<file path="src/dma_bus_pkg.sv">
// Shared types and bus constants for the DMA engine, referenced by scoped name from the RTL
`default_nettype none

package dma_bus_pkg;

    // Bus and FIFO geometry
    localparam int data_width    = 32;
    localparam int half_width    = 16;
    localparam int fifo_depth_lg = 3;

    // CPU-side bus master states
    typedef enum logic [3:0] {
        idle        = 4'd0,
        req_bus     = 4'd1,
        own_bus     = 4'd2,
        addr_hi     = 4'd3,
        wait_hi     = 4'd4,
        addr_lo     = 4'd5,
        wait_lo     = 4'd6,
        next_long   = 4'd7,
        release_bus = 4'd8
    } sm_state_e;

    // One state qualified by direction or progress
    typedef struct packed {
        logic idle_start;
        logic req_wait;
        logic granted;
        logic own;
        logic hi_to_mem;
        logic hi_from_mem;
        logic wait_hi_to_mem;
        logic wait_hi_from_mem;
        logic lo_to_mem;
        logic lo_from_mem;
        logic wait_lo_to_mem;
        logic wait_lo_from_mem;
        logic next_more;
        logic last_long;
        logic rel;
    } sm_terms_t;

    // Registered bus pins and data path controls
    typedef struct packed {
        logic breq;
        logic bgack;
        logic pas;
        logic pds;
        logic size1;
        logic rw;
        logic f2cpuh;
        logic f2cpul;
        logic bridgeout;
        logic plhw;
        logic pllw;
        logic bridgein;
        logic incfifo;
        logic decfifo;
        logic incno;
        logic done;
    } sm_strobes_t;

endpackage

`default_nettype wire

</file>
<file path="src/cpu_sm.sv">
// CPU-side bus master, registering state, strobes, address and remaining longwords
`timescale 1ns/1ps
`default_nettype none

module cpu_sm #(
    parameter int count_width = 4
) (
    input  logic                     clk,
    input  logic                     reset,
    input  logic                     start,
    input  logic                     to_memory,
    input  logic [count_width-1:0]   xfer_longs,
    input  logic [31:0]              start_addr,
    input  logic                     bgrant_,
    input  logic                     dsack,
    input  logic                     sterm_,
    output dma_bus_pkg::sm_strobes_t strobes,
    output logic [31:0]              bus_addr
);

    dma_bus_pkg::sm_state_e   state;
    dma_bus_pkg::sm_state_e   next_state;
    dma_bus_pkg::sm_terms_t   terms;
    dma_bus_pkg::sm_strobes_t strobes_d;
    logic                     to_mem_q;
    logic [count_width-1:0]   remaining;
    logic [31:0]              long_addr;
    logic                     last_long;
    logic                     lo_half;

    // Checked in next_long, before incno takes effect
    assign last_long = (remaining == count_width'(1));

    cpu_sm_terms u_terms (
        .state     (state),
        .to_memory (to_mem_q),
        .start     (start),
        .bgrant_   (bgrant_),
        .last_long (last_long),
        .terms     (terms)
    );

    cpu_sm_outputs u_outputs (
        .terms      (terms),
        .dsack      (dsack),
        .sterm_     (sterm_),
        .next_state (next_state),
        .strobes_d  (strobes_d)
    );

    always_ff @(posedge clk) begin
        if (reset) begin
            state     <= dma_bus_pkg::idle;
            strobes   <= '0;
            to_mem_q  <= 1'b0;
            remaining <= '0;
        end else begin
            state   <= next_state;
            strobes <= strobes_d;
            if (terms.idle_start) begin
                to_mem_q  <= to_memory;
                remaining <= xfer_longs;
            end else if (strobes.incno) begin
                remaining <= remaining - count_width'(1);
            end
        end
    end

    always_ff @(posedge clk) begin
        if (terms.idle_start) begin
            long_addr <= start_addr;
        end else if (strobes.incno) begin
            long_addr <= long_addr + 32'd4;
        end
    end

    // Second word of a 16-bit longword sits two bytes up
    assign lo_half  = (state == dma_bus_pkg::addr_lo) | (state == dma_bus_pkg::wait_lo);
    assign bus_addr = long_addr + {30'd0, lo_half, 1'b0};

endmodule

`default_nettype wire

</file>
<file path="src/cpu_sm_outputs.sv">
// Next-state and next-cycle strobe equations of the bus master, built from the product terms
`timescale 1ns/1ps
`default_nettype none

module cpu_sm_outputs (
    input  dma_bus_pkg::sm_terms_t   terms,
    input  logic                     dsack,
    input  logic                     sterm_,
    output dma_bus_pkg::sm_state_e   next_state,
    output dma_bus_pkg::sm_strobes_t strobes_d
);

    // Acknowledge groups
    logic ack;
    logic ack32;
    logic ack16;

    // Shared sub-products
    logic hi_addr;
    logic hi_wait;
    logic lo_addr;
    logic lo_wait;
    logic hi_stall;
    logic lo_stall;
    logic hi_half;
    logic cycle_group;
    logic long_to_mem;
    logic long_from_mem;
    logic long_done;
    logic owned;

    // sterm_ wins when both acknowledges show up together
    assign ack32 = ~sterm_;
    assign ack16 = sterm_ & dsack;
    assign ack   = ack32 | dsack;

    assign hi_addr = terms.hi_to_mem | terms.hi_from_mem;
    assign hi_wait = terms.wait_hi_to_mem | terms.wait_hi_from_mem;
    assign lo_addr = terms.lo_to_mem | terms.lo_from_mem;
    assign lo_wait = terms.wait_lo_to_mem | terms.wait_lo_from_mem;

    assign hi_stall = hi_wait & ~ack;
    assign lo_stall = lo_wait & ~ack;
    assign hi_half  = hi_wait & ack16;

    // Strobes stay up through the address cycle and every wait state
    assign cycle_group = hi_addr | hi_stall | lo_addr | lo_stall;

    // Longword complete on a 32-bit ack or on the second half of a 16-bit one
    assign long_to_mem   = (terms.wait_hi_to_mem & ack32) | (terms.wait_lo_to_mem & ack);
    assign long_from_mem = (terms.wait_hi_from_mem & ack32) | (terms.wait_lo_from_mem & ack);
    assign long_done     = long_to_mem | long_from_mem;

    assign owned = terms.granted | terms.own | hi_addr | hi_wait | lo_addr | lo_wait |
                   terms.next_more;

    always_comb begin
        if (terms.idle_start | terms.req_wait) begin
            next_state = dma_bus_pkg::req_bus;
        end else if (terms.granted) begin
            next_state = dma_bus_pkg::own_bus;
        end else if (terms.own | terms.next_more) begin
            next_state = dma_bus_pkg::addr_hi;
        end else if (hi_addr | hi_stall) begin
            next_state = dma_bus_pkg::wait_hi;
        end else if (hi_half) begin
            next_state = dma_bus_pkg::addr_lo;
        end else if (lo_addr | lo_stall) begin
            next_state = dma_bus_pkg::wait_lo;
        end else if (long_done) begin
            next_state = dma_bus_pkg::next_long;
        end else if (terms.last_long) begin
            next_state = dma_bus_pkg::release_bus;
        end else begin
            next_state = dma_bus_pkg::idle;
        end
    end

    always_comb begin
        strobes_d.breq  = terms.idle_start | terms.req_wait;
        strobes_d.bgack = owned;
        strobes_d.pas   = cycle_group;
        strobes_d.pds   = cycle_group;
        // Second word requests two bytes
        strobes_d.size1 = lo_addr | lo_stall;
        strobes_d.rw    = terms.hi_from_mem | terms.wait_hi_from_mem |
                          terms.lo_from_mem | terms.wait_lo_from_mem;

        // Write lanes with the high word first
        strobes_d.f2cpuh    = terms.hi_to_mem | (terms.wait_hi_to_mem & ~ack);
        strobes_d.f2cpul    = terms.hi_to_mem | (terms.wait_hi_to_mem & ~ack);
        strobes_d.bridgeout = terms.lo_to_mem | (terms.wait_lo_to_mem & ~ack);

        // Read lanes into the FIFO tail
        strobes_d.plhw     = terms.wait_hi_from_mem & ack;
        strobes_d.pllw     = long_from_mem;
        strobes_d.bridgein = terms.wait_lo_from_mem & ack;

        strobes_d.incfifo = long_from_mem;
        strobes_d.decfifo = long_to_mem;
        strobes_d.incno   = long_done;
        strobes_d.done    = terms.rel;
    end

endmodule

`default_nettype wire

</file>
<file path="src/cpu_sm_terms.sv">
// Product term decoder for the CPU-side state machine, feeding the output equations
`timescale 1ns/1ps
`default_nettype none

module cpu_sm_terms (
    input  dma_bus_pkg::sm_state_e state,
    input  logic                   to_memory,
    input  logic                   start,
    input  logic                   bgrant_,
    input  logic                   last_long,
    output dma_bus_pkg::sm_terms_t terms
);

    logic in_idle;
    logic in_req;
    logic in_own;
    logic in_addr_hi;
    logic in_wait_hi;
    logic in_addr_lo;
    logic in_wait_lo;
    logic in_next;
    logic in_release;

    // One decode per state
    assign in_idle    = (state == dma_bus_pkg::idle);
    assign in_req     = (state == dma_bus_pkg::req_bus);
    assign in_own     = (state == dma_bus_pkg::own_bus);
    assign in_addr_hi = (state == dma_bus_pkg::addr_hi);
    assign in_wait_hi = (state == dma_bus_pkg::wait_hi);
    assign in_addr_lo = (state == dma_bus_pkg::addr_lo);
    assign in_wait_lo = (state == dma_bus_pkg::wait_lo);
    assign in_next    = (state == dma_bus_pkg::next_long);
    assign in_release = (state == dma_bus_pkg::release_bus);

    always_comb begin
        // Arbitration
        terms.idle_start = in_idle & start;
        terms.req_wait   = in_req & bgrant_;
        terms.granted    = in_req & ~bgrant_;
        terms.own        = in_own;

        // First or only word of a longword
        terms.hi_to_mem        = in_addr_hi & to_memory;
        terms.hi_from_mem      = in_addr_hi & ~to_memory;
        terms.wait_hi_to_mem   = in_wait_hi & to_memory;
        terms.wait_hi_from_mem = in_wait_hi & ~to_memory;

        // Second word on a 16-bit port
        terms.lo_to_mem        = in_addr_lo & to_memory;
        terms.lo_from_mem      = in_addr_lo & ~to_memory;
        terms.wait_lo_to_mem   = in_wait_lo & to_memory;
        terms.wait_lo_from_mem = in_wait_lo & ~to_memory;

        // Progress through the block
        terms.next_more = in_next & ~last_long;
        terms.last_long = in_next & last_long;
        terms.rel       = in_release;
    end

endmodule

`default_nettype wire

</file>
<file path="src/dma_fifo.sv">
// Longword FIFO between the host port and the bus, with word-lane loads and steered bus lanes
`timescale 1ns/1ps
`default_nettype none

module dma_fifo #(
    parameter int fifo_depth_lg = 3
) (
    input  logic                                clk,
    input  logic                                reset,
    input  logic                                wr_en,
    input  logic [dma_bus_pkg::data_width-1:0]  wr_data,
    input  logic                                rd_en,
    output logic [dma_bus_pkg::data_width-1:0]  rd_data,
    output logic [fifo_depth_lg:0]              count,
    input  dma_bus_pkg::sm_strobes_t            strobes,
    input  logic [dma_bus_pkg::data_width-1:0]  bus_data_in,
    output logic [dma_bus_pkg::data_width-1:0]  bus_data_out
);

    localparam int depth = 1 << fifo_depth_lg;
    localparam int dw    = dma_bus_pkg::data_width;
    localparam int hw    = dma_bus_pkg::half_width;

    logic [dw-1:0]            mem [depth];
    logic [fifo_depth_lg-1:0] wr_ptr;
    logic [fifo_depth_lg-1:0] rd_ptr;
    logic [dw-1:0]            din_q;
    logic [dw-1:0]            head;
    logic [hw-1:0]            lo_src;
    logic                     push;
    logic                     pop;

    // Host and bus share the pointers, direction decides which side moves each
    assign push = wr_en | strobes.incfifo;
    assign pop  = rd_en | strobes.decfifo;

    // Bus data is taken on the acknowledge edge, loads follow a cycle later
    always_ff @(posedge clk) begin
        din_q <= bus_data_in;
    end

    // 16-bit ports deliver the low word on the upper lanes
    assign lo_src = strobes.bridgein ? din_q[dw-1:hw] : din_q[hw-1:0];

    always_ff @(posedge clk) begin
        if (wr_en) begin
            mem[wr_ptr] <= wr_data;
        end else begin
            if (strobes.plhw) begin
                mem[wr_ptr][dw-1:hw] <= din_q[dw-1:hw];
            end
            if (strobes.pllw) begin
                mem[wr_ptr][hw-1:0] <= lo_src;
            end
        end
    end

    always_ff @(posedge clk) begin
        if (reset) begin
            wr_ptr <= '0;
            rd_ptr <= '0;
            count  <= '0;
        end else begin
            if (push) begin
                wr_ptr <= wr_ptr + 1'b1;
            end
            if (pop) begin
                rd_ptr <= rd_ptr + 1'b1;
            end
            case ({push, pop})
                2'b10:   count <= count + 1'b1;
                2'b01:   count <= count - 1'b1;
                default: count <= count;
            endcase
        end
    end

    assign head    = mem[rd_ptr];
    assign rd_data = head;

    // Lane steering toward the bus
    always_comb begin
        bus_data_out = '0;
        if (strobes.f2cpuh) begin
            bus_data_out[dw-1:hw] = head[dw-1:hw];
        end else if (strobes.bridgeout) begin
            bus_data_out[dw-1:hw] = head[hw-1:0];
        end
        if (strobes.f2cpul) begin
            bus_data_out[hw-1:0] = head[hw-1:0];
        end
    end

endmodule

`default_nettype wire

</file>
<file path="src/resdmac_top.sv">
// DMA engine top level joining the bus master, the FIFO and the bus pins
`timescale 1ns/1ps
`default_nettype none

module resdmac_top #(
    parameter int fifo_depth_lg = dma_bus_pkg::fifo_depth_lg,
    parameter int count_width   = fifo_depth_lg + 1
) (
    input  logic                               clk,
    input  logic                               reset,
    input  logic                               start,
    input  logic                               to_memory,
    input  logic [count_width-1:0]             xfer_longs,
    input  logic [31:0]                        start_addr,
    input  logic                               fifo_wr_en,
    input  logic [dma_bus_pkg::data_width-1:0] fifo_wr_data,
    input  logic                               fifo_rd_en,
    output logic [dma_bus_pkg::data_width-1:0] fifo_rd_data,
    output logic [fifo_depth_lg:0]             fifo_count,
    output logic                               done,
    output logic                               breq,
    output logic                               bgack,
    output logic                               pas,
    output logic                               pds,
    output logic                               rw,
    output logic                               size1,
    output logic [31:0]                        bus_addr,
    output logic [dma_bus_pkg::data_width-1:0] bus_data_out,
    input  logic                               bgrant_,
    input  logic [dma_bus_pkg::data_width-1:0] bus_data_in,
    input  logic                               dsack,
    input  logic                               sterm_
);

    dma_bus_pkg::sm_strobes_t strobes;

    cpu_sm #(
        .count_width (count_width)
    ) u_cpu_sm (
        .clk        (clk),
        .reset      (reset),
        .start      (start),
        .to_memory  (to_memory),
        .xfer_longs (xfer_longs),
        .start_addr (start_addr),
        .bgrant_    (bgrant_),
        .dsack      (dsack),
        .sterm_     (sterm_),
        .strobes    (strobes),
        .bus_addr   (bus_addr)
    );

    dma_fifo #(
        .fifo_depth_lg (fifo_depth_lg)
    ) u_fifo (
        .clk          (clk),
        .reset        (reset),
        .wr_en        (fifo_wr_en),
        .wr_data      (fifo_wr_data),
        .rd_en        (fifo_rd_en),
        .rd_data      (fifo_rd_data),
        .count        (fifo_count),
        .strobes      (strobes),
        .bus_data_in  (bus_data_in),
        .bus_data_out (bus_data_out)
    );

    // Bus pins straight from the strobe register
    assign breq  = strobes.breq;
    assign bgack = strobes.bgack;
    assign pas   = strobes.pas;
    assign pds   = strobes.pds;
    assign rw    = strobes.rw;
    assign size1 = strobes.size1;
    assign done  = strobes.done;

endmodule

`default_nettype wire

</file>
<file path="config.mk">
export PLATFORM = sky130hd
export DESIGN_NAME = resdmac_top
export DESIGN_NICKNAME = d
export VERILOG_FILES = /design/src/dma_bus_pkg.sv /design/src/cpu_sm.sv /design/src/cpu_sm_outputs.sv /design/src/cpu_sm_terms.sv /design/src/dma_fifo.sv /design/src/resdmac_top.sv
export SDC_FILE = /design/constraint.sdc
export NUM_CORES = 1
export LEC_CHECK = 0
export BUFFER_PORTS_ARGS = -buffer_cell sky130_fd_sc_hd__buf_2
export CORE_UTILIZATION = 56
export CTS_BUF_LIST = sky130_fd_sc_hd__clkbuf_4
export DETAILED_ROUTE_END_ITERATION = 8
export GPL_TIMING_DRIVEN = 0
export PLACE_DENSITY = 0.81
export SYNTH_ARGS = -nofsm -noshare
export SYNTH_HDL_FRONTEND = slang
export SYNTH_HIERARCHICAL = 1
export SYNTH_SLANG_ARGS = --single-unit
</file>
<file path="constraint.sdc">
create_clock -name clk -period 3.5 [get_ports clk]
set_input_delay 0.35 -clock clk [delete_from_list [all_inputs] [get_ports clk]]
set_output_delay 0.35 -clock clk [all_outputs]
set_load 0.01 [all_outputs]
</file>
==> reports/qor.txt <==
Critical Path Start: u_cpu_sm/long_addr[10]
Hold Crit Class: input port to flop
max-cap violations: 0
#FFs+latches synth: 358
WS Path Type: flop to output pin
die area: 0.0286 mm²
drt total wl: 42.9 mm
Hold Crit Depth: 3
family with the most delay on the worst path: simple AND/OR/NAND/NOR gates
Initial DRT Pass Iterations: 5
Synth Net Count: 1187
Slowest cell on crit path: or4_1
Slew HR: 26.6%
Core Area: 0.0272 mm²
launch point of the worst reg-to-reg path: u_cpu_sm/state[2]
startpoint type of the worst setup path: flop
Peak VDD IR: 0.290 mV
Die Span X: 169 µm
Avg Cell Area, Syn: 14.7 µm²
initial drt markers: 851
antenna violations before repair: 2
area of the multi-input gates: 0.00523 mm²
number of global-route vias before repair: 11400
crit share post-route: 96.0%
clock sink count: 358
final worst path period need: 3360 ps
leakage: 7.32 nW
Commonest cells post-synth: edfxtp_1 (288), nand2_1 (80), dfxtp_1 (70)
routed len/inst: 22.3 µm
Skew-Pair Late Insertion Delay: 740 ps
status: complete, no violations
vias: 11200
CP bufs+invs: 1
Setup crit end kind: output pin
Antenna Violating Nets Remaining: 0
Reg2Reg Depth: 6
crit path cell chain: nand4_4, or4_1, or4_1, xnor2_1, buf_2
Worst Skew: 54.9 ps
synth warn: 6
Final Hold Viols: 0
Seq. cell area: 0.0100 mm²
Std-Cell Rows: 60
fill cell count: 1730
# nets final: 1593
post-synthesis async set-or-reset flop share: 0%
GPL Wtd Cong: 0.901
Post-synth EDFFs: 288
Post-route DRC: 0
CP Max Fanout: 10
unrepaired setup endpoints after global routing: false
Num CTS Buffers: 90
post-synthesis cell count: 1068
CTS clk-pin slew, worst paths: 60 ps
RR Endpoint: u_cpu_sm/long_addr[22]
Top FF cell, synth: edfxtp_1
DPL Wire Length: 27.8 mm
CP arrival: 3010 ps
max incr delay on CP: 640 ps
worst-margin pin slew: 1090 ps
via density per instance: 5.82
r2r setup slk: 480 ps
Initial Utilization: 57.6%
Post-Syn Area: 0.0157 mm²
gr ovfl total: 0
CP most frequent cell: or4_1
CTS tree: built
CTS max path bufs: 3
synth top area cells: edfxtp_1 (55%), mux4_2 (9.2%), dfxtp_1 (8.9%)
power per cell area: 495 mW/mm²
Fmax: 298 MHz
max-slew violation count: 0
placed cell areas: 0.0175 mm²
overall power of the completed layout: 9.69 mW
sequential area share after synthesis: 64.2%
final setup violation count: 0
CP required: 3150 ps
clock root buffer: clkbuf_4
Yosys top cell area share: 55.2%
share of cells above drive strength 1: 36.9%
first-pass GRT wire length: 63.9 mm
largest net degree at the start of global routing: 31
Die Ht: 169 µm
post-synth top area cell: edfxtp_1
Hold Path End: u_cpu_sm/long_addr[22]
post-route cell area: 0.0196 mm²
# IOs: 216
min-delay src: start_addr[22]
H-tree depth: 3
most numerous cell in the Yosys netlist: edfxtp_1
GRT Overall Usage: 30.1%
Area growth, synth to finish: 24.9%
PortBufs: 215
Yosys cell types: 64
worst max-delay path by stage:
stage | slack, ps | endpoint | depth (start not counted)
floorplan | 800 | u_fifo/mem[0][0] | 3
global placement | -700 | u_fifo/mem[0][8] | 4
detailed placement | 180 | bus_addr[23] | 9
CTS | 2 | bus_addr[25] | 8
global route | 6 | bus_addr[23] | 9
finish | 140 | bus_addr[25] | 5
flip-flops by register name, indices dropped and copies added (netlist names), named ones only:
signal,cells
u_cpu_sm/state,4
u_cpu_sm/to_mem_q,1
u_fifo/mem,256
u_fifo/wr_ptr,3
u_fifo/din_q,32
u_cpu_sm/remaining,4
u_fifo/count,4
u_cpu_sm/strobes,16
u_fifo/rd_ptr,3
u_cpu_sm/long_addr,32
per-stage QoR:
step	std cells	hold WS (ps)	worst slack, ps	utilization (%)	setup TNS (ps)
5_1_grt	1923	29.0	5.81	72.0	0
4_1_cts	1916	7.24	1.91	71.7	0
2_1_floorplan	1068	378	796	-	0
3_3_place_gp	1655	454	-699	63.3	-21920
3_5_place_dp	1674	454	179	64.4	0
6_report	1923	62.1	139	72.0	0
power breakdown:
part / total, mW / internal [mW] / leakage (nW) / switching (mW)
Sequential: 4.88 / 4.78 / 3.21 / 0.103
Clock: 3.58 / 1.80 / 0.695 / 1.78
Combinational: 1.22 / 0.533 / 3.42 / 0.691
Total: 9.69 / 7.12 / 7.32 / 2.57
cell type report:
class | count | area share [%]
multi-input combinational | 608 | 26.7
tap | 372 | 2.38
timing repair buffer | 314 | 10.7
clock inverter | 32 | 0.870
antenna | 2 | 0.0256
inverter | 30 | 0.576
clock buffer | 135 | 5.18
sequential | 358 | 51.4
buffer | 72 | 2.12
metal layers:
metal	vias to the layer above	global-route usage [%]	part of all wire (%)
met1	5439	37.6	37
met4	2	15.6	4.2
met3	124	7.32	10
met5	-	0	0.030
met2	706	49.2	48
li1	4915	-	-
cell usage in the layout, fill, tap and decap left out, types with 24 or more instances in the layout:
cell and n:
nor2b_1 42, nand2_1 80, dlygate4sd3_1 75, xnor2_1 35
nor2_1 50, dfxtp_1 70, buf_2 238, clkbuf_4 135
buf_4 24, mux2i_1 35, mux4_2 64, inv_1 30
edfxtp_1 288, o21ai_0 39
tightest hold or removal path, stage by stage:
cell,delay (ps)
buf_2,90
nor2_1,40
a31oi_1,160
what timing repair did:
item,4_1_cts,5_1_grt
endpoints found under the setup margin,10,15
pin swaps,1,3
endpoints found under the hold margin,96,0
hold buffers,75,0
gates resized for setup,8,8
setup buffers,0,5
cells by family (layout without fill, tap and decap cells):
group / after synthesis / after routing / share of synthesized area, %
flops: 358 / 358 / 64.2
simple gates: 307 / 307 / 10.5
mux: 133 / 133 / 14.1
compound gates: 105 / 105 / 4.11
buf+inv: 102 / 583 / 3.34
xor+xnor: 53 / 53 / 2.96
fa+ha+maj: 10 / 10 / 0.799
other cells: 0 / 2 / 0
Note: power is estimated with default switching activity, not from simulation.
